## src/logic/soc_pkg.sv

```systemverilog
//******************************
// shared bus widths, memory map,
// device ids and reset constants
// imported by every rtl module
//******************************
`default_nettype none

package soc_pkg;

	// bus geometry
	localparam int DATA_W      = 32;
	localparam int ADDR_W      = 16;
	localparam int WORD_ADDR_W = 14;
	localparam int STRB_W      = 4;

	// op codes follow the peripheral interconnect encoding
	typedef enum logic [1:0] {
		OP_IDLE  = 2'b00,
		OP_READ  = 2'b10,
		OP_WRITE = 2'b01
	} dev_op_t;

	// region indices, the last one catches unmapped accesses
	localparam int REGION_DEVTBL  = 0;
	localparam int REGION_INTCTRL = 1;
	localparam int REGION_RAM     = 2;
	localparam int REGION_INVALID = 3;
	localparam int REGION_COUNT   = 4;

	localparam logic [ADDR_W-1:0] DEVTBL_BASE   = 16'h0000;
	localparam logic [ADDR_W-1:0] DEVTBL_MAPSZ  = 16'h0100;
	localparam logic [ADDR_W-1:0] INTCTRL_BASE  = 16'h0100;
	localparam logic [ADDR_W-1:0] INTCTRL_MAPSZ = 16'h0100;
	localparam logic [ADDR_W-1:0] RAM_BASE      = 16'h1000;
	localparam logic [ADDR_W-1:0] RAM_MAPSZ     = 16'h1000;
	localparam logic [ADDR_W-1:0] INVALID_MAPSZ = 16'h1000;

	localparam int DEVID_DEVTBL  = 7;
	localparam int DEVID_INTCTRL = 3;
	localparam int DEVID_RAM     = 1;
	localparam int DEVID_INVALID = 0;

	localparam int IRQ_SRC_COUNT = 2;

	// warm reset
	localparam int         RST_CNTR_W      = 4;
	localparam logic [7:0] RST_CTRL_OFFSET = 8'h80;

endpackage

`default_nettype wire
```

## src/logic/dev_bus_if.sv

```systemverilog
//******************************
// op/ready request bus between
// the front end, the router and
// the devices
//******************************
`timescale 1ns/1ps
`default_nettype none

interface dev_bus_if;
	import soc_pkg::*;

	dev_op_t                op;
	logic [WORD_ADDR_W-1:0] addr;
	logic [DATA_W-1:0]      wdata;
	logic [STRB_W-1:0]      sel;
	logic [DATA_W-1:0]      rdata;
	logic                   rdy;

	// master holds op and fields until rdy, then idles for a cycle
	modport master (
		output op, addr, wdata, sel,
		input  rdata, rdy
	);

	modport device (
		input  op, addr, wdata, sel,
		output rdata, rdy
	);
endinterface

`default_nettype wire

```

## src/logic/dev_table.sv

```systemverilog
//******************************
// read-only device directory with
// the warm-reset control register
// soft_rst_o resets the devices
// that follow software reset
//******************************
`timescale 1ns/1ps
`default_nettype none

module dev_table (
	input  logic      clk120mhz,
	input  logic      rst_p,
	dev_bus_if.device bus_i,
	output logic      soft_rst_o
);
	import soc_pkg::*;

	logic [ADDR_W-1:0]     byte_off;
	logic [RST_CNTR_W-1:0] rst_cntr;
	logic                  ctrl_wr;

	assign byte_off = {bus_i.addr, 2'b00};

	// ids at 4*k, map sizes at 0x20 + 4*k, everything else zero
	always_comb begin
		case (byte_off)
			ADDR_W'(4 * REGION_DEVTBL):
				bus_i.rdata = DATA_W'(DEVID_DEVTBL);
			ADDR_W'(4 * REGION_INTCTRL):
				bus_i.rdata = DATA_W'(DEVID_INTCTRL);
			ADDR_W'(4 * REGION_RAM):
				bus_i.rdata = DATA_W'(DEVID_RAM);
			ADDR_W'(4 * REGION_INVALID):
				bus_i.rdata = DATA_W'(DEVID_INVALID);
			ADDR_W'(32'h20 + 4 * REGION_DEVTBL):
				bus_i.rdata = DATA_W'(DEVTBL_MAPSZ);
			ADDR_W'(32'h20 + 4 * REGION_INTCTRL):
				bus_i.rdata = DATA_W'(INTCTRL_MAPSZ);
			ADDR_W'(32'h20 + 4 * REGION_RAM):
				bus_i.rdata = DATA_W'(RAM_MAPSZ);
			ADDR_W'(32'h20 + 4 * REGION_INVALID):
				bus_i.rdata = DATA_W'(INVALID_MAPSZ);
			default:
				bus_i.rdata = '0;
		endcase
	end

	assign bus_i.rdy = (bus_i.op != OP_IDLE);

	// bit 0 of the control register requests a warm reset
	assign ctrl_wr = (bus_i.op == OP_WRITE) && (byte_off == ADDR_W'(RST_CTRL_OFFSET)) &&
		bus_i.sel[0] && bus_i.wdata[0];

	// loads all ones, so soft reset lasts 15 cycles after release
	always_ff @(posedge clk120mhz) begin
		if (rst_p || ctrl_wr) begin
			rst_cntr <= '1;
		end else if (rst_cntr != '0) begin
			rst_cntr <= rst_cntr - 1'b1;
		end
	end

	assign soft_rst_o = (rst_cntr != '0);

endmodule

`default_nettype wire

```

## src/flat_wrapper.sv

```systemverilog
// flat-port wrapper written by rule: the top's interface ports become plain ports
module dev_table_flat import soc_pkg::*;
  (clk120mhz, rst_p, soft_rst_o, bus_i_op, bus_i_addr, bus_i_wdata, bus_i_sel, bus_i_rdata, bus_i_rdy);
  dev_bus_if bus_i_i ();
  input  logic clk120mhz;
  input  logic rst_p;
  output logic soft_rst_o;
  input wire logic [$bits(bus_i_i.op)-1:0] bus_i_op;
  input wire logic [$bits(bus_i_i.addr)-1:0] bus_i_addr;
  input wire logic [$bits(bus_i_i.wdata)-1:0] bus_i_wdata;
  input wire logic [$bits(bus_i_i.sel)-1:0] bus_i_sel;
  output wire logic [$bits(bus_i_i.rdata)-1:0] bus_i_rdata;
  output wire logic [$bits(bus_i_i.rdy)-1:0] bus_i_rdy;
  assign bus_i_i.op = bus_i_op;
  assign bus_i_i.addr = bus_i_addr;
  assign bus_i_i.wdata = bus_i_wdata;
  assign bus_i_i.sel = bus_i_sel;
  assign bus_i_rdata = bus_i_i.rdata;
  assign bus_i_rdy = bus_i_i.rdy;
  dev_table u_core (.clk120mhz(clk120mhz), .rst_p(rst_p), .bus_i(bus_i_i), .soft_rst_o(soft_rst_o));
endmodule
```

## config.mk

```make
export PLATFORM = sky130hd
export DESIGN_NAME = dev_table_flat
export DESIGN_NICKNAME = d
export VERILOG_FILES = /design/src/logic/soc_pkg.sv /design/src/logic/dev_bus_if.sv /design/src/logic/dev_table.sv /design/src/flat_wrapper.sv
export SDC_FILE = /design/constraint.sdc
export NUM_CORES = 1
export LEC_CHECK = 0
export BUFFER_PORTS_ARGS = -buffer_cell sky130_fd_sc_hd__buf_2
export CAP_MARGIN = 20
export CORE_UTILIZATION = 29
export CTS_BUF_LIST = sky130_fd_sc_hd__clkbuf_8 sky130_fd_sc_hd__clkbuf_16
export CTS_CLUSTER_DIAMETER = 60
export DETAILED_ROUTE_END_ITERATION = 8
export PLACE_DENSITY = 0.9
export SYNTH_ARGS = -nofsm -noshare
export SYNTH_HDL_FRONTEND = slang
export SYNTH_SLANG_ARGS = --single-unit
export TNS_END_PERCENT = 1
```

## constraint.sdc

```tcl
create_clock -name clk120mhz -period 2.8 [get_ports clk120mhz]
set_clock_uncertainty 0.05 [all_clocks]
set_input_delay 0.56 -clock clk120mhz [delete_from_list [all_inputs] [get_ports clk120mhz]]
set_output_delay 0.56 -clock clk120mhz [all_outputs]
set_load 0.05 [all_outputs]
```

; Word level (Yosys, flattened, before mapping)
; Cells that the tools add are included.
[word_totals]
register_bits = 4
out_inout_bits = 34
[op_classes]
mux = 1
n_reduce_logical = 9
addsub = 1
eq_ne = 8
[ops]
columns = cell, n
row1 = 13-bit one-hot mux with 5 select lines, 1
row2 = 14-bit by 4-bit == test with 1-bit output (second input constant), 4
row3 = 16-bit logical NOT, 1
row4 = 14-bit by 1-bit == test with 1-bit output (second input constant), 1
row5 = 14-bit by 2-bit == test with 1-bit output (second input constant), 1
row6 = 14-bit by 6-bit == test with 1-bit output (second input constant), 1
row7 = 4-bit nonzero test, 1
row8 = 2-bit OR reduction, 2
row9 = 4-bit by 1-bit subtractor with 4-bit output (second input constant), 1
row10 = 1-bit logical AND, 3
row11 = 2-bit by 1-bit == test with 1-bit output (second input constant), 1
row12 = 2-bit nonzero test, 1
row13 = 1-bit logical OR, 1

; Depth between registers and ports, before layout
[depth]
word_depth = 5
mapped_depth = 5
ltp_nobuf = 5

; Least setup slack after synthesis
; No wires, ideal clock.
[synth_path]
kind = input port to output port
from = input bus_i_addr[10]
to = output bus_i_rdata[8]
path_buffers = 0
t_arrival_ns = 2.301
path_slack_ns = -0.111
t_required_ns = 2.190
path_stages = 3
path_cell_list = nor4_1 nand4b_1 nor3b_1
[synth_between]
elab_chain_len = 3
[synth_rtl]
columns = element, line
row1 = start: declaration, flat_wrapper.sv:9  ; input wire logic [$bits(bus_i_i.addr)-1:0] bus_i_addr;
row2 = 14-bit by 4-bit == test with 1-bit output, dev_table.sv:26  ; case (byte_off)
row3 = 2-bit OR reduction (no line), -
row4 = 13-bit one-hot mux with 5 select lines *, dev_table.sv:26
row5 = end: declaration, flat_wrapper.sv:12  ; output wire logic [$bits(bus_i_i.rdata)-1:0] bus_i_rdata;
; Every way passes the cells marked *; elsewhere a longest branch is shown, timed or not.

; Final worst setup path
[layout_path]
from = input bus_i_addr[4]
to = output bus_i_rdata[8]
; The elaborated chain is that of the path after synthesis.

==> impl_metrics.toml <==
[global_routing]
grt_max_degree = 6
top_usage_layer = "met2"
grt.overflow.total = 0
use_met1_pct = 8.52
antenna_found_initial = 0
met3_usage_pct = 3.20
track_usage_pct = 10.2
grt_pass1_wl_um = 1400
grt_pass1_vias = 375
grtUsageMet2_pct = 18.8

[logic_synthesis]
synth_edf_count = 0
synthFlopType = "dfxtp_1"
synth_top_area_share_pct = 38.3
yosysWarnings = 0
yosys-top-cells-count = "buf_4, dfxtp_1, inv_1, nor2_1, nor3_1"
synth_area_sq_um = 529
synth_cell_types = 25
synthTopCellsByArea = "buf_4, dfxtp_1, ha_1, nor3_1, a211oi_1"
yosysMostFrequentCell = "buf_4"
synth_area_leader_cell = "buf_4"
syn_inst = 66
synthArstFlopShare_pct = 0
ys_seq_elements = 4
synth.avg_cell_area_sq_um = 8.02
yosysSeqAreaShare_pct = 15.1

[clocking]
cts_resized = 0
path_clk_slew_ns = 0.03
cts_tree = "done"
cts.sinks = 4
postCtsSetupRepairBufs = 0
cts_root_buffer = "clkbuf_8"
ctsHoldBuffers = 0
clock_latency_ns = 0.22
numCtsBuffers = 3
htree_num_levels = 1
cts_max_path_buffers = 2

[critical_path]
crit_top_cell = "buf_2"
cp-end-kind = "output port"
crit_slowest_cell = "nor4_1"
cp-start-kind = "input pin"
slowest_delay_ns = 0.37
cp.arrival_ns = 1.84
cp_top_family = "simple AND/OR/NAND/NOR gates"
cp_cell_sequence = "buf_2 -> nor4_1 -> nand4b_1 -> nor3b_1 -> buf_2"
cp.required_ns = 2.19
critPathMaxFanout = 5
worstSetupPathType = "in -> out"
worst-path-buf-inv = 2
rrSetupSlack_ns = 1.29

[layout]
multi_input_area_sq_um = 333
ff_latch_area_sq_um = 80.1
antennaDiodeCount = 0
drive_gt1_share_pct = 36.2
design_area_sq_um = 627
reg_top3 = "u_core.rst_cntr (4)"
fill_cells = 187
top_register = "u_core.rst_cntr"
area_growth_pct = 18.4
largest_register_ffs = 4
num-nets-final = 152
utilization_pct = 36.3

[timing]
fin_hold_ws_ns = 0.510
hold_viol = 0
period_share_pct = 87.6
rsz0062_at_grt = "no"
setup_viol = 0
max_freq_mhz = 408
finalCriticalPeriod_ns = 2.45
drv_slew = 0

[detailed_routing]
drc = 0
first_iter_violations = 4
totalWireLength_um = 902
viasPerCell = 4.00
wire_per_inst_um = 7.58
ant_nets = 0
firstDrtPassIters = 4
num_vias = 476

[place]
placed_area_sq_um = 586
io_buffer_count = 26
gp_congestion = 0.692
dpl.hpwl_um = 790

[pwr]
p_leak_nw = 0.347
power_density_nw_per_um2 = 483
ir_drop_mv = 0.183

[floorplanning]
die_area_sq_um = 2000
start_util_pct = 30.7
ioPinCount = 88
die_w_um = 44.7
die_y_um = 44.7
fp.coreArea_sq_um = 1730
rows = 15

[worst_hold_path]
hold_class = "reg -> reg"

[job]
max_cap_violations = 0

[outcome]
outcome = "complete, no violations"
cell type report:
class                   count  share of cell area (%)
clock buffers               3                    6.59
inverters                   3                    1.80
multi-input cells          58                    53.1
flip-flops and latches      4                    12.8
well taps                  25                    4.99
repair buffers             26                    20.8
cell usage in the layout, fill, tap and decap left out, types with 2 or more instances in the layout:
master / count
inv_1: 3
nor2b_1: 2
buf_2: 26
clkbuf_8: 3
a211oi_1: 2
nor3_1: 3
nor4_1: 2
nand3_1: 2
conb_1: 27
dfxtp_1: 4
o211ai_1: 2
nor2_1: 3
ha_1: 2
per-stage QoR:
step                      setup slack (ns)  setup TNS (ns)  std cells  total power, W
after floorplan                     -0.111          -0.208         92        0.000192
after CTS                            0.316               0        119        0.000304
after global routing                 0.145               0        119        0.000315
after global placement               0.423               0        116        0.000178
after detailed placement             0.325               0        116        0.000181
final                                0.347               0        119        0.000303
worst reg2reg max path, cell delays in order (launching register included):
cell and delay [ns]:
dfxtp_1 0.32, inv_1 0.08, ha_1 0.18, or3b_4 0.41, mux2_4 0.32, o211ai_2 0.07
final timing paths:
kind                        end  cells past startpoint               start
max              bus_i_rdata[8]                      5       bus_i_addr[4]
min          u_core.rst_cntr[0]                      2  u_core.rst_cntr[0]
max reg2reg  u_core.rst_cntr[1]                      5  u_core.rst_cntr[0]
min reg2reg  u_core.rst_cntr[0]                      2  u_core.rst_cntr[0]
kinds of logic after synthesis:
family          after synthesis  synth area share (%)
compound gates                6                  8.98
xor+xnor                      1                  1.66
fa+ha+maj                     2                  4.73
buf+inv                      30                  40.4
flops                         4                  15.1
mux                           2                  4.73
other cells                   1                 0.709
simple gates                 20                  23.6
report_power, final:
group          internal [W]  total (W)  switching, W
sequential        0.0000611  0.0000636    0.00000256
clock             0.0000917   0.000122     0.0000307
combinational     0.0000208   0.000117     0.0000961
layer usage:
metal / wire [um] / vias to the layer above / share of wire (%)
met5: 0 / - / 0
met4: 18 / 0 / 2.0
met3: 149 / 2 / 17
met2: 437 / 49 / 48
met1: 297 / 200 / 33
li1: - / 225 / -
Power figures use the tool's default switching activity.
