$ cat config.mk
export PLATFORM = sky130hd
export DESIGN_NAME = region_router_flat
export DESIGN_NICKNAME = d
export VERILOG_FILES = /design/src/logic/soc_pkg.sv /design/src/logic/dev_bus_if.sv /design/src/logic/region_router.sv /design/src/flat_wrapper.sv
export SDC_FILE = /design/constraint.sdc
export NUM_CORES = 1
export LEC_CHECK = 0
export BUFFER_PORTS_ARGS = -buffer_cell sky130_fd_sc_hd__buf_2
export CAP_MARGIN = 20
export CORE_AREA = 3 3 130 132
export DETAILED_ROUTE_END_ITERATION = 10
export DIE_AREA = 0 0 133 135
export PLACE_DENSITY_LB_ADDON = 0.2
export SYNTH_ARGS = -nofsm -noshare
export SYNTH_HDL_FRONTEND = slang
export SYNTH_SLANG_ARGS = --single-unit
$ cat constraint.sdc
create_clock -name vclk -period 1.7
set_input_delay 0.085 -clock vclk [all_inputs]
set_output_delay 0.085 -clock vclk [all_outputs]
set_load 0.1 [all_outputs]
$ cat src/logic/soc_pkg.sv
//******************************
// shared bus widths, memory map,
// device ids and reset constants
// imported by every rtl module
//******************************
`default_nettype none

package soc_pkg;

	// bus geometry
	localparam int DATA_W      = 32;
	localparam int ADDR_W      = 16;
	localparam int WORD_ADDR_W = 14;
	localparam int STRB_W      = 4;

	// op codes follow the peripheral interconnect encoding
	typedef enum logic [1:0] {
		OP_IDLE  = 2'b00,
		OP_READ  = 2'b10,
		OP_WRITE = 2'b01
	} dev_op_t;

	// region indices, the last one catches unmapped accesses
	localparam int REGION_DEVTBL  = 0;
	localparam int REGION_INTCTRL = 1;
	localparam int REGION_RAM     = 2;
	localparam int REGION_INVALID = 3;
	localparam int REGION_COUNT   = 4;

	localparam logic [ADDR_W-1:0] DEVTBL_BASE   = 16'h0000;
	localparam logic [ADDR_W-1:0] DEVTBL_MAPSZ  = 16'h0100;
	localparam logic [ADDR_W-1:0] INTCTRL_BASE  = 16'h0100;
	localparam logic [ADDR_W-1:0] INTCTRL_MAPSZ = 16'h0100;
	localparam logic [ADDR_W-1:0] RAM_BASE      = 16'h1000;
	localparam logic [ADDR_W-1:0] RAM_MAPSZ     = 16'h1000;
	localparam logic [ADDR_W-1:0] INVALID_MAPSZ = 16'h1000;

	localparam int DEVID_DEVTBL  = 7;
	localparam int DEVID_INTCTRL = 3;
	localparam int DEVID_RAM     = 1;
	localparam int DEVID_INVALID = 0;

	localparam int IRQ_SRC_COUNT = 2;

	// warm reset
	localparam int         RST_CNTR_W      = 4;
	localparam logic [7:0] RST_CTRL_OFFSET = 8'h80;

endpackage

`default_nettype wire
$ cat src/logic/dev_bus_if.sv
//******************************
// op/ready request bus between
// the front end, the router and
// the devices
//******************************
`timescale 1ns/1ps
`default_nettype none

interface dev_bus_if;
	import soc_pkg::*;

	dev_op_t                op;
	logic [WORD_ADDR_W-1:0] addr;
	logic [DATA_W-1:0]      wdata;
	logic [STRB_W-1:0]      sel;
	logic [DATA_W-1:0]      rdata;
	logic                   rdy;

	// master holds op and fields until rdy, then idles for a cycle
	modport master (
		output op, addr, wdata, sel,
		input  rdata, rdy
	);

	modport device (
		input  op, addr, wdata, sel,
		output rdata, rdy
	);
endinterface

`default_nettype wire

$ cat src/logic/region_router.sv
//******************************
// address decoder for the device
// bus, forwards each request to
// one region and returns its
// data and ready
//******************************
`timescale 1ns/1ps
`default_nettype none

module region_router (
	input  logic       clk120mhz,
	dev_bus_if.device  bus_i,
	dev_bus_if.master  devtbl_o,
	dev_bus_if.master  intctrl_o,
	dev_bus_if.master  ram_o
);
	import soc_pkg::*;

	logic [REGION_COUNT-1:0] hit;

	function automatic logic in_region(input logic [WORD_ADDR_W-1:0] waddr,
		input logic [ADDR_W-1:0] base, input logic [ADDR_W-1:0] size);
		logic [ADDR_W-1:0] baddr;
		baddr = {waddr, 2'b00};
		return (baddr >= base) && (baddr < base + size);
	endfunction

	always_comb begin
		hit = '0;
		hit[REGION_DEVTBL]  = in_region(bus_i.addr, DEVTBL_BASE, DEVTBL_MAPSZ);
		hit[REGION_INTCTRL] = in_region(bus_i.addr, INTCTRL_BASE, INTCTRL_MAPSZ);
		hit[REGION_RAM]     = in_region(bus_i.addr, RAM_BASE, RAM_MAPSZ);
		hit[REGION_INVALID] = !(hit[REGION_DEVTBL] || hit[REGION_INTCTRL] || hit[REGION_RAM]);
	end

	// devices see addresses relative to their own base
	assign devtbl_o.op     = hit[REGION_DEVTBL] ? bus_i.op : OP_IDLE;
	assign devtbl_o.addr   = bus_i.addr - WORD_ADDR_W'(DEVTBL_BASE >> 2);
	assign devtbl_o.wdata  = bus_i.wdata;
	assign devtbl_o.sel    = bus_i.sel;

	assign intctrl_o.op    = hit[REGION_INTCTRL] ? bus_i.op : OP_IDLE;
	assign intctrl_o.addr  = bus_i.addr - WORD_ADDR_W'(INTCTRL_BASE >> 2);
	assign intctrl_o.wdata = bus_i.wdata;
	assign intctrl_o.sel   = bus_i.sel;

	assign ram_o.op        = hit[REGION_RAM] ? bus_i.op : OP_IDLE;
	assign ram_o.addr      = bus_i.addr - WORD_ADDR_W'(RAM_BASE >> 2);
	assign ram_o.wdata     = bus_i.wdata;
	assign ram_o.sel       = bus_i.sel;

	always_comb begin
		bus_i.rdata = '0;
		bus_i.rdy   = 1'b0;
		if (hit[REGION_DEVTBL]) begin
			bus_i.rdata = devtbl_o.rdata;
			bus_i.rdy   = devtbl_o.rdy;
		end else if (hit[REGION_INTCTRL]) begin
			bus_i.rdata = intctrl_o.rdata;
			bus_i.rdy   = intctrl_o.rdy;
		end else if (hit[REGION_RAM]) begin
			bus_i.rdata = ram_o.rdata;
			bus_i.rdy   = ram_o.rdy;
		end else if (hit[REGION_INVALID]) begin
			// unmapped accesses read zero and complete at once
			bus_i.rdy   = (bus_i.op != OP_IDLE);
		end
	end

	assert property (@(posedge clk120mhz)
		$onehot0({devtbl_o.op != OP_IDLE, intctrl_o.op != OP_IDLE, ram_o.op != OP_IDLE}))
		else $error("more than one device selected");

endmodule

`default_nettype wire

$ cat src/flat_wrapper.sv
// flat-port wrapper written by rule: the top's interface ports become plain ports
module region_router_flat import soc_pkg::*;
  (clk120mhz, bus_i_op, bus_i_addr, bus_i_wdata, bus_i_sel, bus_i_rdata, bus_i_rdy, devtbl_o_op, devtbl_o_addr, devtbl_o_wdata, devtbl_o_sel, devtbl_o_rdata, devtbl_o_rdy, intctrl_o_op, intctrl_o_addr, intctrl_o_wdata, intctrl_o_sel, intctrl_o_rdata, intctrl_o_rdy, ram_o_op, ram_o_addr, ram_o_wdata, ram_o_sel, ram_o_rdata, ram_o_rdy);
  dev_bus_if bus_i_i ();
  dev_bus_if devtbl_o_i ();
  dev_bus_if intctrl_o_i ();
  dev_bus_if ram_o_i ();
  input  logic clk120mhz;
  input wire logic [$bits(bus_i_i.op)-1:0] bus_i_op;
  input wire logic [$bits(bus_i_i.addr)-1:0] bus_i_addr;
  input wire logic [$bits(bus_i_i.wdata)-1:0] bus_i_wdata;
  input wire logic [$bits(bus_i_i.sel)-1:0] bus_i_sel;
  output wire logic [$bits(bus_i_i.rdata)-1:0] bus_i_rdata;
  output wire logic [$bits(bus_i_i.rdy)-1:0] bus_i_rdy;
  output wire logic [$bits(devtbl_o_i.op)-1:0] devtbl_o_op;
  output wire logic [$bits(devtbl_o_i.addr)-1:0] devtbl_o_addr;
  output wire logic [$bits(devtbl_o_i.wdata)-1:0] devtbl_o_wdata;
  output wire logic [$bits(devtbl_o_i.sel)-1:0] devtbl_o_sel;
  input wire logic [$bits(devtbl_o_i.rdata)-1:0] devtbl_o_rdata;
  input wire logic [$bits(devtbl_o_i.rdy)-1:0] devtbl_o_rdy;
  output wire logic [$bits(intctrl_o_i.op)-1:0] intctrl_o_op;
  output wire logic [$bits(intctrl_o_i.addr)-1:0] intctrl_o_addr;
  output wire logic [$bits(intctrl_o_i.wdata)-1:0] intctrl_o_wdata;
  output wire logic [$bits(intctrl_o_i.sel)-1:0] intctrl_o_sel;
  input wire logic [$bits(intctrl_o_i.rdata)-1:0] intctrl_o_rdata;
  input wire logic [$bits(intctrl_o_i.rdy)-1:0] intctrl_o_rdy;
  output wire logic [$bits(ram_o_i.op)-1:0] ram_o_op;
  output wire logic [$bits(ram_o_i.addr)-1:0] ram_o_addr;
  output wire logic [$bits(ram_o_i.wdata)-1:0] ram_o_wdata;
  output wire logic [$bits(ram_o_i.sel)-1:0] ram_o_sel;
  input wire logic [$bits(ram_o_i.rdata)-1:0] ram_o_rdata;
  input wire logic [$bits(ram_o_i.rdy)-1:0] ram_o_rdy;
  assign bus_i_i.op = bus_i_op;
  assign bus_i_i.addr = bus_i_addr;
  assign bus_i_i.wdata = bus_i_wdata;
  assign bus_i_i.sel = bus_i_sel;
  assign bus_i_rdata = bus_i_i.rdata;
  assign bus_i_rdy = bus_i_i.rdy;
  assign devtbl_o_op = devtbl_o_i.op;
  assign devtbl_o_addr = devtbl_o_i.addr;
  assign devtbl_o_wdata = devtbl_o_i.wdata;
  assign devtbl_o_sel = devtbl_o_i.sel;
  assign devtbl_o_i.rdata = devtbl_o_rdata;
  assign devtbl_o_i.rdy = devtbl_o_rdy;
  assign intctrl_o_op = intctrl_o_i.op;
  assign intctrl_o_addr = intctrl_o_i.addr;
  assign intctrl_o_wdata = intctrl_o_i.wdata;
  assign intctrl_o_sel = intctrl_o_i.sel;
  assign intctrl_o_i.rdata = intctrl_o_rdata;
  assign intctrl_o_i.rdy = intctrl_o_rdy;
  assign ram_o_op = ram_o_i.op;
  assign ram_o_addr = ram_o_i.addr;
  assign ram_o_wdata = ram_o_i.wdata;
  assign ram_o_sel = ram_o_i.sel;
  assign ram_o_i.rdata = ram_o_rdata;
  assign ram_o_i.rdy = ram_o_rdy;
  region_router u_core (.clk120mhz(clk120mhz), .bus_i(bus_i_i), .devtbl_o(devtbl_o_i), .intctrl_o(intctrl_o_i), .ram_o(ram_o_i));
endmodule
== Word level (Yosys, flattened, before mapping) ==
Cells that the tools add are included.

* Flip-flop bits (word level): 0
* Latch bits: 0
* RAM bits: 0
* ROM bits: 0
* Output and inout port bits: 189
* Word-level logic and storage cells: 24
* Memories: 0

* Add/subtract/negate cells: 2
* Multipliers: 0
* Div/mod/pow operators: 0
* Order comparisons: 6
* Eq/ne operators: 0
* Shifts and indexed selects: 0
* Muxes and demuxes: 10
* Bitwise gates (word level): 0
* Reduce and logical (&&, ||, !) cells: 6

{| class="wikitable"
|+ Operators by type and width
! operator !! count
|-
| 2-to-1 mux 32 bit || 3
|-
| >= comparator 16 x 1 -> 1 bit, second input constant || 1
|-
| >= comparator 16 x 13 -> 1 bit, second input constant || 1
|-
| >= comparator 16 x 9 -> 1 bit, second input constant || 1
|-
| less-than comparator 16 x 10 -> 1 bit, second input constant || 1
|-
| less-than comparator 16 x 14 -> 1 bit, second input constant || 1
|-
| less-than comparator 16 x 9 -> 1 bit, second input constant || 1
|-
| subtractor 14 x 11 -> 14 bit, second input constant || 1
|-
| subtractor 14 x 7 -> 14 bit, second input constant || 1
|-
| 2-to-1 mux 2 bit || 3
|-
| 2-to-1 mux 1 bit || 4
|-
| logical AND 1 bit || 3
|-
| logical OR 1 bit || 2
|-
| nonzero test 2 bit || 1
|}

== Longest topological paths before layout ==
* Depth after elaboration: 8
* Gate-level depth with buffers: 8

== Worst setup path before layout ==
No wires, ideal clock.

* Path kind: input to output
* Start point: input bus_i_addr[6]
* End point: output bus_i_rdy
* Arrival time: 4.112 ns
* Data required time: 1.615 ns
* Path slack: -2.497 ns
* Cell stages on the path: 8
* Buffers on the path: 2
* Cells stage by stage: inv_1 -> ha_1 -> or3b_1 -> and2_1 -> buf_2 -> clkbuf_1 -> o22ai_1 -> a221oi_1

* Word-level cells in the longest chain between the ends: 8
* Elaborated cells on any way between the ends: 15

{| class="wikitable"
|+ RTL lines
! element !! RTL line !! RTL
|-
| start, declared || flat_wrapper.sv:10 || <nowiki>input wire logic [$bits(bus_i_i.addr)-1:0] bus_i_addr;</nowiki>
|-
| >= comparator 16 x 1 -> 1 bit (tied with other cells) || region_router.sv:25 || <nowiki>return (baddr >= base) && (baddr < base + size);</nowiki>
|-
| logical AND 1 bit || region_router.sv:25 ||
|-
| logical OR 1 bit (2 in a row) || region_router.sv:33 || <nowiki>hit[REGION_INVALID] = !(hit[REGION_DEVTBL] || hit[REGION_INTCTRL] || hit[REGION_RAM]);</nowiki>
|-
| 2-to-1 mux 1 bit || region_router.sv:64 || <nowiki>end else if (hit[REGION_INVALID]) begin</nowiki>
|-
| 2-to-1 mux 1 bit || region_router.sv:61 || <nowiki>end else if (hit[REGION_RAM]) begin</nowiki>
|-
| 2-to-1 mux 1 bit || region_router.sv:58 || <nowiki>end else if (hit[REGION_INTCTRL]) begin</nowiki>
|-
| 2-to-1 mux 1 bit * || region_router.sv:55 || <nowiki>if (hit[REGION_DEVTBL]) begin</nowiki>
|-
| end, declared || flat_wrapper.sv:14 || <nowiki>output wire logic [$bits(bus_i_i.rdy)-1:0] bus_i_rdy;</nowiki>
|}

Every way passes the cells marked *; elsewhere a longest branch is shown, timed or not.

== Worst setup path in the final report ==
* Start point: input bus_i_addr[6]
* End point: output bus_i_rdata[9]

* Word-level cells in the longest chain between the ends: 5
* Elaborated cells on any way between the ends: 12

{| class="wikitable"
|+ RTL lines
! element !! RTL line !! RTL
|-
| >= comparator 16 x 13 -> 1 bit or less-than comparator 16 x 14 -> 1 bit (tied branches) || region_router.sv:25 ||
|-
| logical AND 1 bit || region_router.sv:25 ||
|-
| 2-to-1 mux 32 bit || region_router.sv:61 ||
|-
| 2-to-1 mux 32 bit || region_router.sv:58 ||
|-
| 2-to-1 mux 32 bit * || region_router.sv:55 ||
|-
| end, declared || flat_wrapper.sv:13 || <nowiki>output wire logic [$bits(bus_i_i.rdata)-1:0] bus_i_rdata;</nowiki>
|}

Marks and branches as above.

==> flow_summary.ini <==
[power_and_ir_drop]
seq_power_share = 0
power.leakage_nw = 2.174
power_switching_mw = 0.9964
peakVddDrop_v = 0.0002947
power.share.clock = 0
p_comb_frac = 1.000
swShare = 0.6353
p_per_area_mw_per_mm2 = 324.2
internal_power_mw = 0.5720

[setup_path]
cp-end-kind = output pin
arrival_ps = 1950
crit_type = primary input to output pin
required_ps = 1620
start_kind = primary input
critical_path_peak_fanout = 10

[sta]
final-setup-viol-count = 38
drv_slew = 0
max_freq_mhz = 491.9
fin_tns_setup_ps = -11320
hold_viol = 0
rsz0062_at_grt = true
worst_pin_slew_ps = 498.5
min_period_ps = 2033
fin_crit_sh = 1.196
finalWorstSetupSlack_ps = -332.9
max_slew_margin = 0.6700

[route]
routed-wl-met2_um = 6089
highest_layer = met4
drc = 0
vias = 2776
vias_per_cell = 4.200
wl_met3_um = 924
met1Wirelength_um = 4597
drt_wl_total_um = 11830
dr.pass1.iters = 4
ant_nets = 0
first_iter_violations = 40
wl_per_cell_um = 17.89

[floorplanning]
num_rows = 46
coreArea_sq_mm = 0.01583
start_util = 0.1650
ioPinCount = 341
die-area_sq_mm = 0.01796
die_w_um = 133
die_y_um = 135

[global_route]
grt_overflow = 0
antenna_found_initial = 0
track_usage = 0.1197
grt_max_degree = 24
grt_pass1_wl_um = 17470
grt_pass1_vias = 3048

[final_layout]
n_antenna_cell = 0
seqCellArea_sq_um = 0
syn2layout_area_growth_pct = 85.29
drive_above_1_share = 0.7933
clock_buffers = 0
final_nets = 605
fin_cells = 661
fillers = 1674
multi_input_area_sq_mm = 0.002112
n_sequential_cell = 0

[status]
outcome = finished with violations
violations = negative setup slack

[placement]
numPlacedInstances = 643
dp_hpwl_um = 9087
place_ws_ps = -462.5
portBuffers = 196
routabilityCongestion = 0.7459

[yosys]
synth_area_leader_cell = buf_4
synthCells = 346
avgSynthCellArea_sq_um = 7.547
syn_area_sq_mm = 0.002611
synth_nets = 504
ys_seq_area_frac = 0
yosys_warnings = 0
yosysTopAreaCellShare = 0.3967
synth_area_leaders = buf_4 40%, o32a_1 12%, o22a_1 11%, and2_1 9.6%, a21boi_0 9.2%
yosysUniqueCellTypes = 32

[run]
cap_viol_max_count = 0

[worst_hold_path]
hold_path.class = primary input to output pin
Yosys cell counts:
library cell	count
a211oi_1	1
a21boi_0	32
a21oi_2	1
a221oi_1	2
a31oi_1	1
and2_1	40
buf_2	6
buf_4	138
buf_6	4
clkbuf_1	16
ha_1	6
inv_1	6
nand2_1	2
nand2b_1	2
nand4_1	1
nor2_1	1
nor2b_1	1
nor3_1	1
nor3_2	1
nor3b_1	1
nor4_1	2
nor4b_1	1
o22a_1	32
o22ai_1	1
o31ai_1	2
o32a_1	32
or2_1	1
or3b_1	2
or4_1	2
or4b_1	1
xnor2_1	4
xor2_1	3
routing by layer:
metal	up-vias	GRT usage
li1	1309	-
met1	1301	0.1376
met2	136	0.2297
met3	30	0.02459
met4	0	0.02079
met5	-	0
power groups by stage:
stage / Combinational (mW) / Clock, mW / Sequential [mW]
after floorplan: 2.24 / 0 / 0
after global placement: 1.51 / 0 / 0
after detailed placement: 1.51 / 0 / 0
after CTS: 1.57 / 0 / 0
after global routing: 1.63 / 0 / 0
final: 1.57 / 0 / 0
critical path: stages:
cell	delay, ps
buf_6	100
clkinvlp_4	70
ha_4	120
or3b_4	400
buf_6	130
buf_6	110
a21oi_4	150
buf_12	140
buf_12	130
and2_1	150
o32a_4	180
buf_12	160
kinds of logic (layout without fill, tap and decap cells):
family                     Yosys count  in the layout  synth area share
AOI/OAI and AO/OA                  104            104            0.3455
xor gates and xnor gates             7              7           0.02348
adders and majority gates            6              6           0.02875
buffers and inverters              170            269            0.4571
and+or+nand+nor                     59             59            0.1452
path summary, 6_finish.rpt:
check	startpoint	end	slack, ps	cells after the start
max	bus_i_addr[6]	bus_i_rdata[9]	-330	12
min	bus_i_wdata[27]	intctrl_o_wdata[27]	170	0
per-stage QoR:
stage	power, mW	area (sq um)	utilization	hold slack (ps)
after floorplan	2.236	3169	-	381.5
after global placement	1.511	4352	0.2749	171.3
after detailed placement	1.515	4352	0.2749	171.3
after CTS	1.566	4791	0.3027	171.3
after global routing	1.626	4838	0.3057	170.2
final	1.568	4838	0.3057	170.1
what timing repair did:
item	CTS	global route
setup buffers	14	2
setup endpoints to repair	40	40
cloned	5	2
hold buffers	0	0
pin swaps	25	24
gates resized for setup	55	27
cells in the final DEF (no fill, tap or decap), types with 3 or more instances in the layout:
cell type  instances
o22a_1            32
buf_6             15
a21boi_0          27
buf_2            146
buf_8              3
and2_1            11
and2_4            28
ha_4               3
ha_1               3
o32a_4            32
a21boi_1           5
buf_4             42
buf_12            54
final cells by class:
| type | count | area share |
|---|---|---|
| multi-input cells | 176 | 0.4365 |
| well taps | 216 | 0.05586 |
| repair buffers | 263 | 0.5004 |
| inverters | 6 | 0.007241 |
Power figures use the tool's default switching activity.
