===== src/logic/soc_pkg.sv =====
//******************************
// shared bus widths, memory map,
// device ids and reset constants
// imported by every rtl module
//******************************
`default_nettype none

package soc_pkg;

	// bus geometry
	localparam int DATA_W      = 32;
	localparam int ADDR_W      = 16;
	localparam int WORD_ADDR_W = 14;
	localparam int STRB_W      = 4;

	// op codes follow the peripheral interconnect encoding
	typedef enum logic [1:0] {
		OP_IDLE  = 2'b00,
		OP_READ  = 2'b10,
		OP_WRITE = 2'b01
	} dev_op_t;

	// region indices, the last one catches unmapped accesses
	localparam int REGION_DEVTBL  = 0;
	localparam int REGION_INTCTRL = 1;
	localparam int REGION_RAM     = 2;
	localparam int REGION_INVALID = 3;
	localparam int REGION_COUNT   = 4;

	localparam logic [ADDR_W-1:0] DEVTBL_BASE   = 16'h0000;
	localparam logic [ADDR_W-1:0] DEVTBL_MAPSZ  = 16'h0100;
	localparam logic [ADDR_W-1:0] INTCTRL_BASE  = 16'h0100;
	localparam logic [ADDR_W-1:0] INTCTRL_MAPSZ = 16'h0100;
	localparam logic [ADDR_W-1:0] RAM_BASE      = 16'h1000;
	localparam logic [ADDR_W-1:0] RAM_MAPSZ     = 16'h1000;
	localparam logic [ADDR_W-1:0] INVALID_MAPSZ = 16'h1000;

	localparam int DEVID_DEVTBL  = 7;
	localparam int DEVID_INTCTRL = 3;
	localparam int DEVID_RAM     = 1;
	localparam int DEVID_INVALID = 0;

	localparam int IRQ_SRC_COUNT = 2;

	// warm reset
	localparam int         RST_CNTR_W      = 4;
	localparam logic [7:0] RST_CTRL_OFFSET = 8'h80;

endpackage

`default_nettype wire

===== src/logic/dev_bus_if.sv =====
//******************************
// op/ready request bus between
// the front end, the router and
// the devices
//******************************
`timescale 1ns/1ps
`default_nettype none

interface dev_bus_if;
	import soc_pkg::*;

	dev_op_t                op;
	logic [WORD_ADDR_W-1:0] addr;
	logic [DATA_W-1:0]      wdata;
	logic [STRB_W-1:0]      sel;
	logic [DATA_W-1:0]      rdata;
	logic                   rdy;

	// master holds op and fields until rdy, then idles for a cycle
	modport master (
		output op, addr, wdata, sel,
		input  rdata, rdy
	);

	modport device (
		input  op, addr, wdata, sel,
		output rdata, rdy
	);
endinterface

`default_nettype wire


===== src/logic/int_ctrl.sv =====
//******************************
// interrupt controller, two
// edge sources, one destination
// pending at 0, enable mask at 4
//******************************
`timescale 1ns/1ps
`default_nettype none

module int_ctrl (
	input  logic                              clk120mhz,
	input  logic                              soft_rst_i,
	dev_bus_if.device                         bus_i,
	input  logic [soc_pkg::IRQ_SRC_COUNT-1:0] irq_src_i,
	output logic                              irq_o
);
	import soc_pkg::*;

	logic [IRQ_SRC_COUNT-1:0] src_q;
	logic [IRQ_SRC_COUNT-1:0] rise;
	logic [IRQ_SRC_COUNT-1:0] pending;
	logic [IRQ_SRC_COUNT-1:0] enable;
	logic [IRQ_SRC_COUNT-1:0] clr;
	logic                     wr_pend;
	logic                     wr_en;

	assign rise    = irq_src_i & ~src_q;
	assign wr_pend = (bus_i.op == OP_WRITE) && (bus_i.addr == '0) && bus_i.sel[0];
	assign wr_en   = (bus_i.op == OP_WRITE) && (bus_i.addr == WORD_ADDR_W'(1)) && bus_i.sel[0];
	assign clr     = wr_pend ? bus_i.wdata[IRQ_SRC_COUNT-1:0] : '0;

	always_ff @(posedge clk120mhz) begin
		src_q <= irq_src_i;
		if (soft_rst_i) begin
			pending <= '0;
			enable  <= '0;
			irq_o   <= 1'b0;
		end else begin
			// a new edge beats a clear of the same bit
			pending <= (pending & ~clr) | rise;
			if (wr_en)
				enable <= bus_i.wdata[IRQ_SRC_COUNT-1:0];
			irq_o <= |(pending & enable);
		end
	end

	assign bus_i.rdata = (bus_i.addr == '0) ? DATA_W'(pending) :
		(bus_i.addr == WORD_ADDR_W'(1)) ? DATA_W'(enable) : '0;
	assign bus_i.rdy   = (bus_i.op != OP_IDLE);

	assert property (@(posedge clk120mhz) soft_rst_i |=> !irq_o)
		else $error("interrupt raised during soft reset");

endmodule

`default_nettype wire


===== src/flat_wrapper.sv =====
// flat-port wrapper written by rule: the top's interface ports become plain ports
module int_ctrl_flat import soc_pkg::*;
  (clk120mhz, soft_rst_i, irq_src_i, irq_o, bus_i_op, bus_i_addr, bus_i_wdata, bus_i_sel, bus_i_rdata, bus_i_rdy);
  dev_bus_if bus_i_i ();
  input  logic clk120mhz;
  input  logic soft_rst_i;
  input  logic [soc_pkg::IRQ_SRC_COUNT-1:0] irq_src_i;
  output logic irq_o;
  input wire logic [$bits(bus_i_i.op)-1:0] bus_i_op;
  input wire logic [$bits(bus_i_i.addr)-1:0] bus_i_addr;
  input wire logic [$bits(bus_i_i.wdata)-1:0] bus_i_wdata;
  input wire logic [$bits(bus_i_i.sel)-1:0] bus_i_sel;
  output wire logic [$bits(bus_i_i.rdata)-1:0] bus_i_rdata;
  output wire logic [$bits(bus_i_i.rdy)-1:0] bus_i_rdy;
  assign bus_i_i.op = bus_i_op;
  assign bus_i_i.addr = bus_i_addr;
  assign bus_i_i.wdata = bus_i_wdata;
  assign bus_i_i.sel = bus_i_sel;
  assign bus_i_rdata = bus_i_i.rdata;
  assign bus_i_rdy = bus_i_i.rdy;
  int_ctrl u_core (.clk120mhz(clk120mhz), .soft_rst_i(soft_rst_i), .bus_i(bus_i_i), .irq_src_i(irq_src_i), .irq_o(irq_o));
endmodule

===== config.mk =====
export PLATFORM = sky130hd
export DESIGN_NAME = int_ctrl_flat
export DESIGN_NICKNAME = d
export VERILOG_FILES = /design/src/logic/soc_pkg.sv /design/src/logic/dev_bus_if.sv /design/src/logic/int_ctrl.sv /design/src/flat_wrapper.sv
export SDC_FILE = /design/constraint.sdc
export NUM_CORES = 1
export LEC_CHECK = 0
export BUFFER_PORTS_ARGS = -buffer_cell sky130_fd_sc_hd__buf_2
export CORE_UTILIZATION = 25
export DETAILED_ROUTE_END_ITERATION = 10
export PLACE_DENSITY_LB_ADDON = 0.05
export SLEW_MARGIN = 10
export SYNTH_ARGS = -nofsm -noshare
export SYNTH_HDL_FRONTEND = slang
export SYNTH_SLANG_ARGS = --single-unit

===== constraint.sdc =====
create_clock -name clk120mhz -period 0.99 [get_ports clk120mhz]
set_input_delay 0.0495 -clock clk120mhz [delete_from_list [all_inputs] [get_ports clk120mhz]]
set_output_delay 0.0495 -clock clk120mhz [all_outputs]
set_load 0.1 [all_outputs]

# [Yosys cells after proc, flatten, opt, wreduce, memory -nomap -nowiden]
# Index checks and enable logic that the tools add are counted.
[classes] n_eq_ne=2 muxes=3 bitwise_logic=6 n_reduce_logical=7
[op_table] operator="32-bit 2-to-1 mux" count=1
[op_table] operator="14-bit by 1-bit equality test with 1-bit output (second input constant)" count=1
[op_table] operator="14-bit zero test" count=1
[op_table] operator="2-bit bitwise AND" count=3
[op_table] operator="1-bit logical AND" count=4
[op_table] operator="2-bit 2-to-1 mux" count=2
[op_table] operator="2-bit NOT" count=2
[op_table] operator="2-bit by 1-bit equality test with 1-bit output (second input constant)" count=1
[op_table] operator="2-bit bitwise OR" count=1
[op_table] operator="2-bit nonzero test" count=1
[op_table] operator="2-bit OR reduction" count=1
[totals] reg_bits=7 inputBits=56 out_inout_bits=34 word_cells=22

# [Depth between registers and ports, before layout]
# Gate-level depths: netlist (run 1).
[depth] depth_word=7 depth_mapped=4 depth_no_buf=4

# [Least setup slack after synthesis (run 1)]
# OpenSTA, ideal clock, no wires.
[synth_path] path_type="input -> output" startpoint="input port bus_i_addr[5]" endpoint="output port bus_i_rdata[0]" t_arrival_ps=1788 t_required_ps=941 setup_slack_ps=-847 cell_stages=3 n_path_buf=0 cell_sequence="nor4_2 > nand4_2 > nor2_1"
[synth_via] elab_chain_cells=3 elab_cells_between_ends=4 cone_classes="eq/ne: 1; mux: 2; reduce/logical: 1"
[synth_lines] element="start: declaration" line="flat_wrapper.sv:10" source="input wire logic [$bits(bus_i_i.addr)-1:0] bus_i_addr;"
[synth_lines] element="14-bit by 1-bit equality test with 1-bit output" line="int_ctrl.sv:47" source="(bus_i.addr == WORD_ADDR_W'(1)) ? DATA_W'(enable) : '0;"
[synth_lines] element="2-bit 2-to-1 mux" line="int_ctrl.sv:47"
[synth_lines] element="32-bit 2-to-1 mux (*)" line="int_ctrl.sv:46" source="assign bus_i.rdata = (bus_i.addr == '0) ? DATA_W'(pending) :"
[synth_lines] element="end: declaration" line="flat_wrapper.sv:13" source="output wire logic [$bits(bus_i_i.rdata)-1:0] bus_i_rdata;"
# Every way passes the cells marked *; elsewhere a longest branch is shown, timed or not.

# [Worst setup path after layout (run 1)]
[layout_path] startpoint="input port bus_i_addr[11]" endpoint="output port bus_i_rdata[0]"
# Same word-level chain as after synthesis.

==> impl_results.md, run 1 <==
* Status: finished with violations
* Failing checks: setup timing
* Critical-path cell list: buf_6 > nor4_4 > nand4_4 > buf_6 > nor2_4 > buf_12
* Period Utilization, post-route at 107%
* RR Startpoint: u_core.src_q[0]
* Largest area contributor in the synthesized netlist: buf_4
* HPWL after DPL at ~800 um
* Reg2Reg Depth at 3
* Min-Delay Startpoint: bus_i_wdata[0]
* First-pass GRT wire length at between 1000 and 1500 um
* Worst path max stage delay at ~0.3 ns
* CP max-delay cell: nor4_4
* Layout area overhead at 48.4%
* Max layer used: met4
* Sequential fraction of the synthesis area at about 24%
* Peak supply drop at approximately 740 uV
* CP max FO at 2
* Count of input and output buffers at 26
* Initial DRC Count at 0
* Fin util at between 40% and 50%
* Skew-Pair Late Insertion Delay at between 0.2 and 0.25 ns
* Unrepaired setup endpoints after global routing: true
* YS warnings at 0
* H-tree depth at 1
* Worst-path clk slew at approximately 0.050 ns
* Hold Crit Depth at 2
* CTS tree: done
* Die extent in x at roughly 50 um
* Total congestion overflow at 0
* Met3 routed WL at approximately 85 um
* Root Driver: clkbuf_4
* Clock Path Buffers at 2
* Fillers at between 200 and 250
* Yosys cell types at 16
* Final ANT Viol Nets at 0
* DR pass1 iterations at 1
* Critical path arrival at 1.01 ns
* Final Hold Fails at 0
* Crit. End Element: primary output
* Hold Path End: u_core.pending[0]
* Leakage at between 0.3 and 0.4 nW
* Detailed-route wire length at 975 um
* Die ar. at 2490 um^2
* Hold WC Path Type: input pin to flop
* Fin worst setup slack at -0.0683 ns
* PwrDens at ~1400 nW/um^2
* Initial antenna violation count at 0
* GRT Total Usage at under 10%
* Setup CP Type: input pin to primary output
* Core Area at approximately 2100 um^2
* Met1 wire length at between 400 and 500 um
* Most frequent CP cell: buf_6
* Row Count at 16
* Clk sink count at 7
* Max cap viols at 0
* Synth Area per Inst at 8.70 um^2
* Initial core utilization at around 28%
* Layout cells sized above 1 at a little under half
* Largest net degree at the start of global routing at 8
* Worst setup SP type: input pin
* Setup TNS at -0.136 ns
* Top Ports at 90
* Vias in the first global route at between 300 and 400
* Synthesized flop and latch total at 7
* CTS buffer count at 3
* Worst path required time at between 0.9 and 1 ns
* Share of the synthesized area in the top cell type at about two fifths
* WL/cell at 7.68 um
* Mapped Cells at 66
* Mapped Area at about 570 um^2
* Routed via count at 452
* Tmin final at approximately 1.1 ns
* GP Congestion at 0.707
* Met2 Routed Length at approximately 480 um
* FF-to-FF End: u_core.pending[0]
* Max-slew violations at 0
* Final setup vio count at 2
* Crit path buffers/inverters at 3
* Achievable frequency at between 900 and 1000 MHz
* Post-Route Skew at 0.00119 ns
* Area contributors post-synth: buf_4 39%, dfxtp_1 24%, mux2i_1 7.0%, nand2b_1 6.5%, nor4_2 4.4%
* Remaining DRCs at 0
* Nets at 157
* CP top delay family: simple AND/OR/NAND/NOR gates
* Reg2Reg Setup Slack at 0.12 ns
* Diodes inserted at 0
* Via/cell ratio at 3.56
* Die Y at 49.9 um
-- how the worst max path moves through the flow --
stage	depth (start not counted)	start	slack (ns)	end
2_1_floorplan	3	bus_i_addr[11]	-0.09	bus_i_rdata[0]
3_3_place_gp	5	bus_i_addr[11]	-0.19	u_core.enable[1]
3_5_place_dp	5	bus_i_addr[11]	-0.23	u_core.pending[1]
4_1_cts	6	bus_i_addr[6]	-0.12	bus_i_rdata[0]
5_1_grt	6	bus_i_addr[11]	-0.11	bus_i_rdata[0]
6_report	6	bus_i_addr[11]	-0.07	bus_i_rdata[0]
-- routing by layer --
metal	GRT usage (%)	vias to the layer above
li1	-	225
met1	9.24	193
met2	12.4	32
met3	1.85	2
met4	5.71	0
met5	0	-
-- Yosys cell counts --
master    instances
nor3_1            2
nand4_2           1
inv_1             1
nor2b_1           2
nor4_2            2
dfxtp_1           7
or2_2             1
a22oi_1           1
mux2i_1           4
nor3_2            1
conb_1            1
nand3b_1          1
a311oi_1          2
nand2b_1          6
buf_4            30
nor2_1            4
-- where the power goes --
group | total [W] | leakage, nW | switching (W) | internal (W)
logic | 0.000636 | 0.314 | 0.000558 | 0.0000777
registers | 0.000300 | 0.0593 | 0.00000705 | 0.000293
clock network | 0.000255 | 0.0150 | 0.000102 | 0.000154
-- per-stage QoR --
stage / power (W) / hold WS [ns] / setup slack, ns / std cells / instance area (um^2)
after floorplan: 0.000937 / 0.0772 / -0.0891 / 95 / 729
final: 0.00119 / 0.0168 / -0.0683 / 127 / 852
after global routing: 0.00124 / 0.00188 / -0.112 / 127 / 852
after detailed placement: 0.000909 / 0.172 / -0.226 / 119 / 721
after CTS: 0.00118 / 0.0136 / -0.120 / 127 / 810
after global placement: 0.000909 / 0.170 / -0.192 / 119 / 721
-- layout by cell type (no fill, tap or decap), types with 2 or more instances in the layout --
master	n
a311oi_1	2
buf_12	3
buf_2	18
buf_6	6
clkbuf_4	3
conb_1	30
dfxtp_1	3
dfxtp_2	4
dlygate4sd3_1	3
mux2i_1	2
nand2b_1	6
nor2_1	2
nor2_4	2
nor2b_1	2
nor3_2	2
nor4_4	2
-- worst reg2reg max path: cells and delay by family, from the launching register on --
family / cells / cell delay [ns]
flip-flops: 1 / 0.29
AND/OR/NAND/NOR: 2 / 0.27
AO/OA/AOI/OAI: 1 / 0.23
-- area by class of cell --
type | count | area (um^2) | share of cell area [%]
Sequential cell | 7 | 145 | 17.0
Multi-Input combinational cell | 57 | 388 | 45.5
Tap cell | 27 | 33.8 | 3.96
Inverter | 1 | 3.75 | 0.441
Timing Repair Buffer | 31 | 255 | 30.0
Clock buffer | 4 | 26.3 | 3.08
-- cells by family after synthesis --
| family | share of synthesized area, % |
|---|---|
| muxes | 6.97 |
| and+or+nand+nor | 23.7 |
| DFF | 24.4 |
| buffers and inverters | 39.9 |
| other | 0.653 |
| AOI/OAI and AO/OA | 4.36 |
-- sequential cells by signal, summed over array words and instances (netlist names) --
| register | cells |
|---|---|
| u_core.irq_o | 1 |
| u_core.src_q | 2 |
| u_core.enable | 2 |
| u_core.pending | 2 |
-- repair_timing --
item / CTS / global route
hold buffers: 3 / 0
buffers inserted: 1 / 0
gates resized for setup: 6 / 9
endpoints found under the setup margin: 2 / 6
pin swaps: 4 / 4
hold endpoints to repair: 3 / 0
Note: power is estimated with default switching activity, not from simulation.
==> run 2: changes to the inputs <==
- CORE_UTILIZATION: 25 -> 26
- CTS_BUF_LIST: unset -> sky130_fd_sc_hd__clkbuf_2
==> run 2 against run 1 <==
The run still ends with setup timing left. Critical path depth down 3. Sequential share of layout area up 0.13 points. Register-to-register slack about the same. Utilization up 0.51 points. Sequential cell count unchanged. Clock skew up 0.0011 ns. Worst setup slack worse by 0.0035 ns. Via count up 4.4%. Design area down 0.73%. Clock power down 15%. Largest cell class unchanged.
==> impl_results.md, run 2 (synthesis results as in run 1) <==
* Worst path required time at 0.94 ns (about the same)
* FF-to-FF End: u_core.pending[0]
* Clk sink count at 7 (unchanged)
* Largest net degree at the start of global routing at 8 (unchanged)
* Worst-path clk slew at 0.08 ns (+0.03 ns)
* Layout Cells excl Fill at 129 (+1.6%)
* Gr busiest metal: met2
* Root Driver: clkbuf_2
* Switch share at 58.6% (+2.6 points)
* Core Area at 2020 um^2 (-1.9%)
* Hold Path End: u_core.pending[0]
* Max cap viols at 0 (unchanged)
* Worst slack, placed at -0.223 ns (+0.00321 ns)
* Row Count at 16 (unchanged)
* Total congestion overflow at 0 (unchanged)
* Setup CP Type: flop to primary output
* Most frequent cells in the layout: 30 x conb_1, 19 x buf_2, 6 x nand2b_1
* Switching power at 0.000674 W (+1.1%)
* Final setup vio count at 3 (+1)
* GRT Total Usage at 9.50% (+1.6 points)
* Status: finished with violations
* Final ANT Viol Nets at 0 (unchanged)
* Reg2Reg Depth at 3 (unchanged)
* Clock power frac at 18.8% (-2.6 points)
* Min-Delay Startpoint: bus_i_wdata[0]
* Fin worst setup slack at -0.0718 ns (-0.00347 ns)
* DR pass1 iterations at 4 (+3)
* Vias in the first global route at 418 (+15%)
* Initial DRC Count at 2 (+2)
* Clock Path Buffers at 2 (unchanged)
* Multi-input combinational cell area at 379 um^2 (-2.3%)
* PwrDens at 1360 nW/um^2 (-2.7%)
* Max-slew violations at 0 (unchanged)
* Pint at 0.000476 W (-9.2%)
* Die ar. at 2400 um^2 (-3.7%)
* Met3 Use GR at 2.80% (+0.95 points)
* HPWL after DPL at 830 um (+2.5%)
* Grt met2 use at 15.5% (+3.1 points)
* Detailed-route wire length at 1050 um (+7.9%)
* Diodes inserted at 0 (unchanged)
* Hold WC Path Type: input pin to flop
* Sequential share of power at 25.8% (+0.6 points)
* Initial core utilization at 28.4% (+0.55 points)
* Layout cells sized above 1 at 48.0% (+2.0 points)
* Remaining DRCs at 0 (unchanged)
* Worst setup SP type: flop
* Fillers at 215 (+3.9%)
* Commonest non-fill, non-tap cell in the layout: conb_1
* Achievable frequency at 942 MHz (-0.33%)
* Routed via count at 472 (+4.4%)
* Final Hold Fails at 0 (unchanged)
* Failing checks: setup timing
* Skew-Pair Late Insertion Delay at 0.23 ns (about the same)
* Met1 global-route usage at 10.2% (+0.99 points)
* Min Hold Slack at 0.0189 ns (+0.00214 ns)
* CP max FO at 3 (+1)
* Reg2Reg Setup Slack at 0.11 ns (about the same)
* Count of input and output buffers at 26 (unchanged)
* Layout area overhead at 47.3%
* Leakage at 0.398 nW (+2.4%)
* Top Ports at 90 (unchanged)
* Die extent in x at 49 um (-1.9%)
* Crit. End Element: primary output
* Hold Crit Depth at 2 (unchanged)
* Unrepaired setup endpoints after global routing: true
* WL/cell at 8.16 um (+6.2%)
* Via/cell ratio at 3.66 (+2.8%)
* Post-Route Skew at 0.00224 ns (+0.00106 ns)
* Peak supply drop at 669 uV (-9.9%)
* Nets at 159 (+1.3%)
* CTS buffer count at 3 (unchanged)
* Period Utilization, post-route at 107% (+0.35 points)
* CTS tree: done
* RR Startpoint: u_core.src_q[0]
* Logic pwr share at 55.4% (+2.0 points)
* Top flop regs: u_core.enable: 2 flops, u_core.pending: 2 flops, u_core.src_q: 2 flops
* Tmin final at 1.06 ns (+0.00347 ns)
* Die Y at 49 um (-1.9%)
* Critical path arrival at 1.01 ns (about the same)
* GP Congestion at 0.638 (-9.9%)
* Storage cell area at 145 um^2 (unchanged)
* Cells after DPL at 119 (unchanged)
* First-pass GRT wire length at 1720 um (+20%)
* H-tree depth at 1 (unchanged)
* Initial antenna violation count at 0 (unchanged)
==> run 2: cell types whose count changed in the layout (fill, tap and decap cells not counted), sizes merged <==
| cell | delta |
|---|---|
| buf | +2 |
==> run 2: timing repair <==
action	CTS	global route
endpoints found under the setup margin	2	6
hold endpoints to repair	3	0
gates resized for setup	12	1
hold buffers	3	0
buffers inserted	3	0
pin swaps	4	4
==> run 2: worst max-delay path by stage <==
stage / start / to / slack, ns / depth (start not counted)
2_1_floorplan: bus_i_addr[11] / bus_i_rdata[0] / -0.09 / 3
3_3_place_gp: bus_i_addr[11] / u_core.enable[1] / -0.19 / 5
3_5_place_dp: bus_i_addr[11] / u_core.pending[1] / -0.22 / 5
4_1_cts: bus_i_addr[2] / bus_i_rdata[0] / -0.10 / 6
5_1_grt: bus_i_addr[4] / bus_i_rdata[0] / -0.12 / 6
6_report: u_core.enable[0] / bus_i_rdata[0] / -0.07 / 3
==> run 2: final cells by class <==
cell class | count | area share (%)
Timing Repair Buffer | 33 | 31.2
Inverter | 1 | 0.444
Multi-Input combinational cell | 57 | 44.8
Tap cell | 27 | 3.99
Sequential cell | 7 | 17.2
Clock buffer | 4 | 2.37
==> run 2: metal layers <==
metal | vias to the layer above | wire (um)
li1 | 231 | -
met1 | 208 | 421
met2 | 31 | 519
met3 | 2 | 106
met4 | 0 | 5
met5 | - | 0
==> run 2: through the flow <==
step           cell area (um^2)  power [W]  util, %  setup TNS [ns]
6_report                    846    0.00115     41.8          -0.153
4_1_cts                     840    0.00116     41.5          -0.195
5_1_grt                     846    0.00119     41.8          -0.439
3_5_place_dp                721   0.000909     35.6           -1.13
2_1_floorplan               729   0.000937        -          -0.283
3_3_place_gp                721   0.000909     35.6           -1.02
==> run 2: power by group through the flow <==
stage / combinational, W / clock, W / sequential (W)
final: 0.000637 / 0.000217 / 0.000297
after global routing: 0.000656 / 0.000235 / 0.000298
after detailed placement: 0.000607 / 0 / 0.000303
after CTS: 0.000633 / 0.000233 / 0.000297
after global placement: 0.000606 / 0 / 0.000303
after floorplan: 0.000636 / 0 / 0.000301
==> run 2: critical path, stage by stage, from the launching register on <==
cell and delay, ns:
dfxtp_2 0.35, mux2i_2 0.20, nor2_4 0.07, buf_12 0.16
==> run 3: changes to the inputs <==
==> constraint.sdc (replaced) <==
create_clock -name clk120mhz -period 0.99 [get_ports clk120mhz]
set_input_delay 0.198 -clock clk120mhz [delete_from_list [all_inputs] [get_ports clk120mhz]]
set_output_delay 0.198 -clock clk120mhz [all_outputs]
set_load 0.1 [all_outputs]
==> run 3 against run 2 <==
The flow still finishes with violations (setup timing). Combinational power hardly changed. Critical path depth is 2 higher. Count of clock-buffer cells in the layout unchanged. Sequential share of layout area is 0.24 points lower. Power down 0.72%. Register-to-register slack about the same. Utilization fell by 0.50 points. First-iteration DRC count decreased by 50%. Hold slack gained 0.062 ns.
==> impl_results.md, run 3 (synthesis results as in run 1) <==
* Status: finished with violations
* Failing checks: setup timing
* GP Congestion at 0.721 (+13%)
* CP Capture Point: bus_i_rdata[1]
* Max-slew violations at 0 (unchanged)
* Most frequent cells in the layout: 30 x conb_1, 18 x buf_2, 7 x buf_4
* Vias in the first global route at 374 (-11%)
* H-tree depth at 1 (unchanged)
* Worst path required time at 0.79 ns (-0.15 ns)
* Total chip power at 0.00114 W (-0.72%)
* Min Hold Slack at 0.0810 ns (+0.0620 ns)
* Die ar. at 2400 um^2 (unchanged)
* CP top delay family: simple AND/OR/NAND/NOR gates
* Critical-path cell list: buf_6 > nor4_4 > nand4_4 > nor2_4 > buf_12
* Reg2Reg Setup Slack at 0.12 ns (about the same)
* Initial antenna violation count at 0 (unchanged)
* Clock Path Buffers at 2 (unchanged)
* PwrDens at 1370 nW/um^2 (+0.47%)
* GRT Total Usage at 8.04% (-1.5 points)
* Initial DRC Count at 1 (-1)
* Largest net degree at the start of global routing at 8 (unchanged)
* Critical path arrival at 1.12 ns (+0.11 ns)
* Worst slack, placed at -0.433 ns (-0.210 ns)
* Top Ports at 90 (unchanged)
* CP max FO at 4 (+1)
* Layout area overhead at 45.5%
* Post-Route Skew at 0.000353 ns (-0.00189 ns)
* First-pass GRT wire length at 1480 um (-14%)
* Tmin final at 1.32 ns (+0.256 ns)
* CTS tree: done
* Final Hold Fails at 0 (unchanged)
* Leakage at 0.413 nW (+3.6%)
* Count of input and output buffers at 26 (unchanged)
* Critical path depth at 5 (+2)
* Row Count at 16 (unchanged)
* Peak supply drop at 782 uV (+17%)
* Achievable frequency at 759 MHz (-19%)
* Clk sink count at 7 (unchanged)
* Diodes inserted at 0 (unchanged)
* Nets at 159 (unchanged)
* Commonest non-fill, non-tap cell in the layout: conb_1
* Die extent in x at 49 um (unchanged)
* Top flop regs: u_core.enable: 2 flops, u_core.pending: 2 flops, u_core.src_q: 2 flops
* Fillers at 215 (unchanged)
* Cells after DPL at 123 (+3.4%)
* Worst path max stage delay at 0.30 ns (-0.05 ns)
* Post-DP Area at 752 um^2 (+4.3%)
* HPWL after DPL at 849 um (+2.3%)
* Layout cells sized above 1 at 46.1% (-2.0 points)
* Core Area at 2020 um^2 (unchanged)
* Worst setup SP type: input pin
* Total congestion overflow at 0 (unchanged)
* Setup crit start: bus_i_addr[10]
* CTS buffer count at 3 (unchanged)
* Detailed-route wire length at 979 um (-6.9%)
* Layout Cells excl Fill at 129 (unchanged)
* Fin worst setup slack at -0.327 ns (-0.256 ns)
* Setup CP Type: input pin to primary output
* Final ANT Viol Nets at 0 (unchanged)
* WL/cell at 7.59 um (-6.9%)
* Remaining DRCs at 0 (unchanged)
* Final setup vio count at 6 (+3)
* Crit. End Element: primary output
* Post-route design area at 836 um^2 (-1.2%)
* RR Startpoint: u_core.src_q[1]
* Reg2Reg Depth at 3 (unchanged)
* Period Utilization, post-route at 133% (+26 points)
* FF-to-FF End: u_core.pending[1]
* Root Driver: clkbuf_2
* DR pass1 iterations at 2 (-2)
* Routed via count at 454 (-3.8%)
* Crit path buffers/inverters at 2 (+1)
* Die Y at 49 um (unchanged)
* Max cap viols at 0 (unchanged)
* Via/cell ratio at 3.52 (-3.8%)
* Skew-Pair Late Insertion Delay at 0.23 ns (about the same)
* Worst-path clk slew at 0.07 ns (about the same)
* Unrepaired setup endpoints after global routing: true
* CP max-delay cell: nor4_4
* Initial core utilization at 28.4% (unchanged)
* Hold WC Path Type: input pin to flop
run 3: timing repair:
action,CTS,global route
hold buffers,0,0
setup endpoints to repair,7,6
buffers inserted,1,1
gates resized for setup,6,3
pin swaps,2,1
run 3: per-layer routing:
| metal | up-vias | wire [um] | track usage, % |
|---|---|---|---|
| li1 | 231 | - | - |
| met1 | 186 | 439 | 10.0 |
| met2 | 35 | 425 | 12.0 |
| met3 | 2 | 97 | 1.87 |
| met4 | 0 | 16 | 5.88 |
| met5 | - | 0 | 0 |
run 3: per-stage QoR:
| step | utilization, % | TNS (ns) |
|---|---|---|
| global route | 41.3 | -1.65 |
| global placement | 37.2 | -2.39 |
| finish | 41.3 | -1.36 |
| CTS | 40.1 | -1.37 |
| floorplan | - | -1.47 |
| detailed placement | 37.2 | -2.43 |
run 3: report_power, final:
group,switching [W],total (W),internal (W)
combinational,0.000561,0.000636,0.0000751
clock,0.000104,0.000212,0.000107
sequential,0.00000326,0.000294,0.000291
run 3: worst min-delay path by stage:
stage / from / end / slack [ns] / depth (start not counted)
finish: irq_src_i[0] / u_core.src_q[0] / 0.08 / 1
floorplan: irq_src_i[0] / u_core.src_q[0] / 0.23 / 0
detailed placement: irq_src_i[0] / u_core.src_q[0] / 0.32 / 1
global placement: irq_src_i[1] / u_core.src_q[1] / 0.32 / 1
CTS: irq_src_i[1] / u_core.src_q[1] / 0.07 / 1
global route: irq_src_i[1] / u_core.src_q[1] / 0.06 / 1
run 3: layout make-up:
type                            count  area (um^2)  share of cell area, %
Clock buffer                        4         20.0                   2.40
Inverter                            1         3.75                  0.449
Multi-Input combinational cell     57          378                   45.2
Sequential cell                     7          141                   16.9
Tap cell                           27         33.8                   4.04
Timing Repair Buffer               33          259                   31.0
run 3: worst reg2reg max path: cells and delay by family, from the launching register on:
kind,cells,cell delay [ns]
compound gates,1,0.22
simple gates,2,0.27
flops,1,0.29
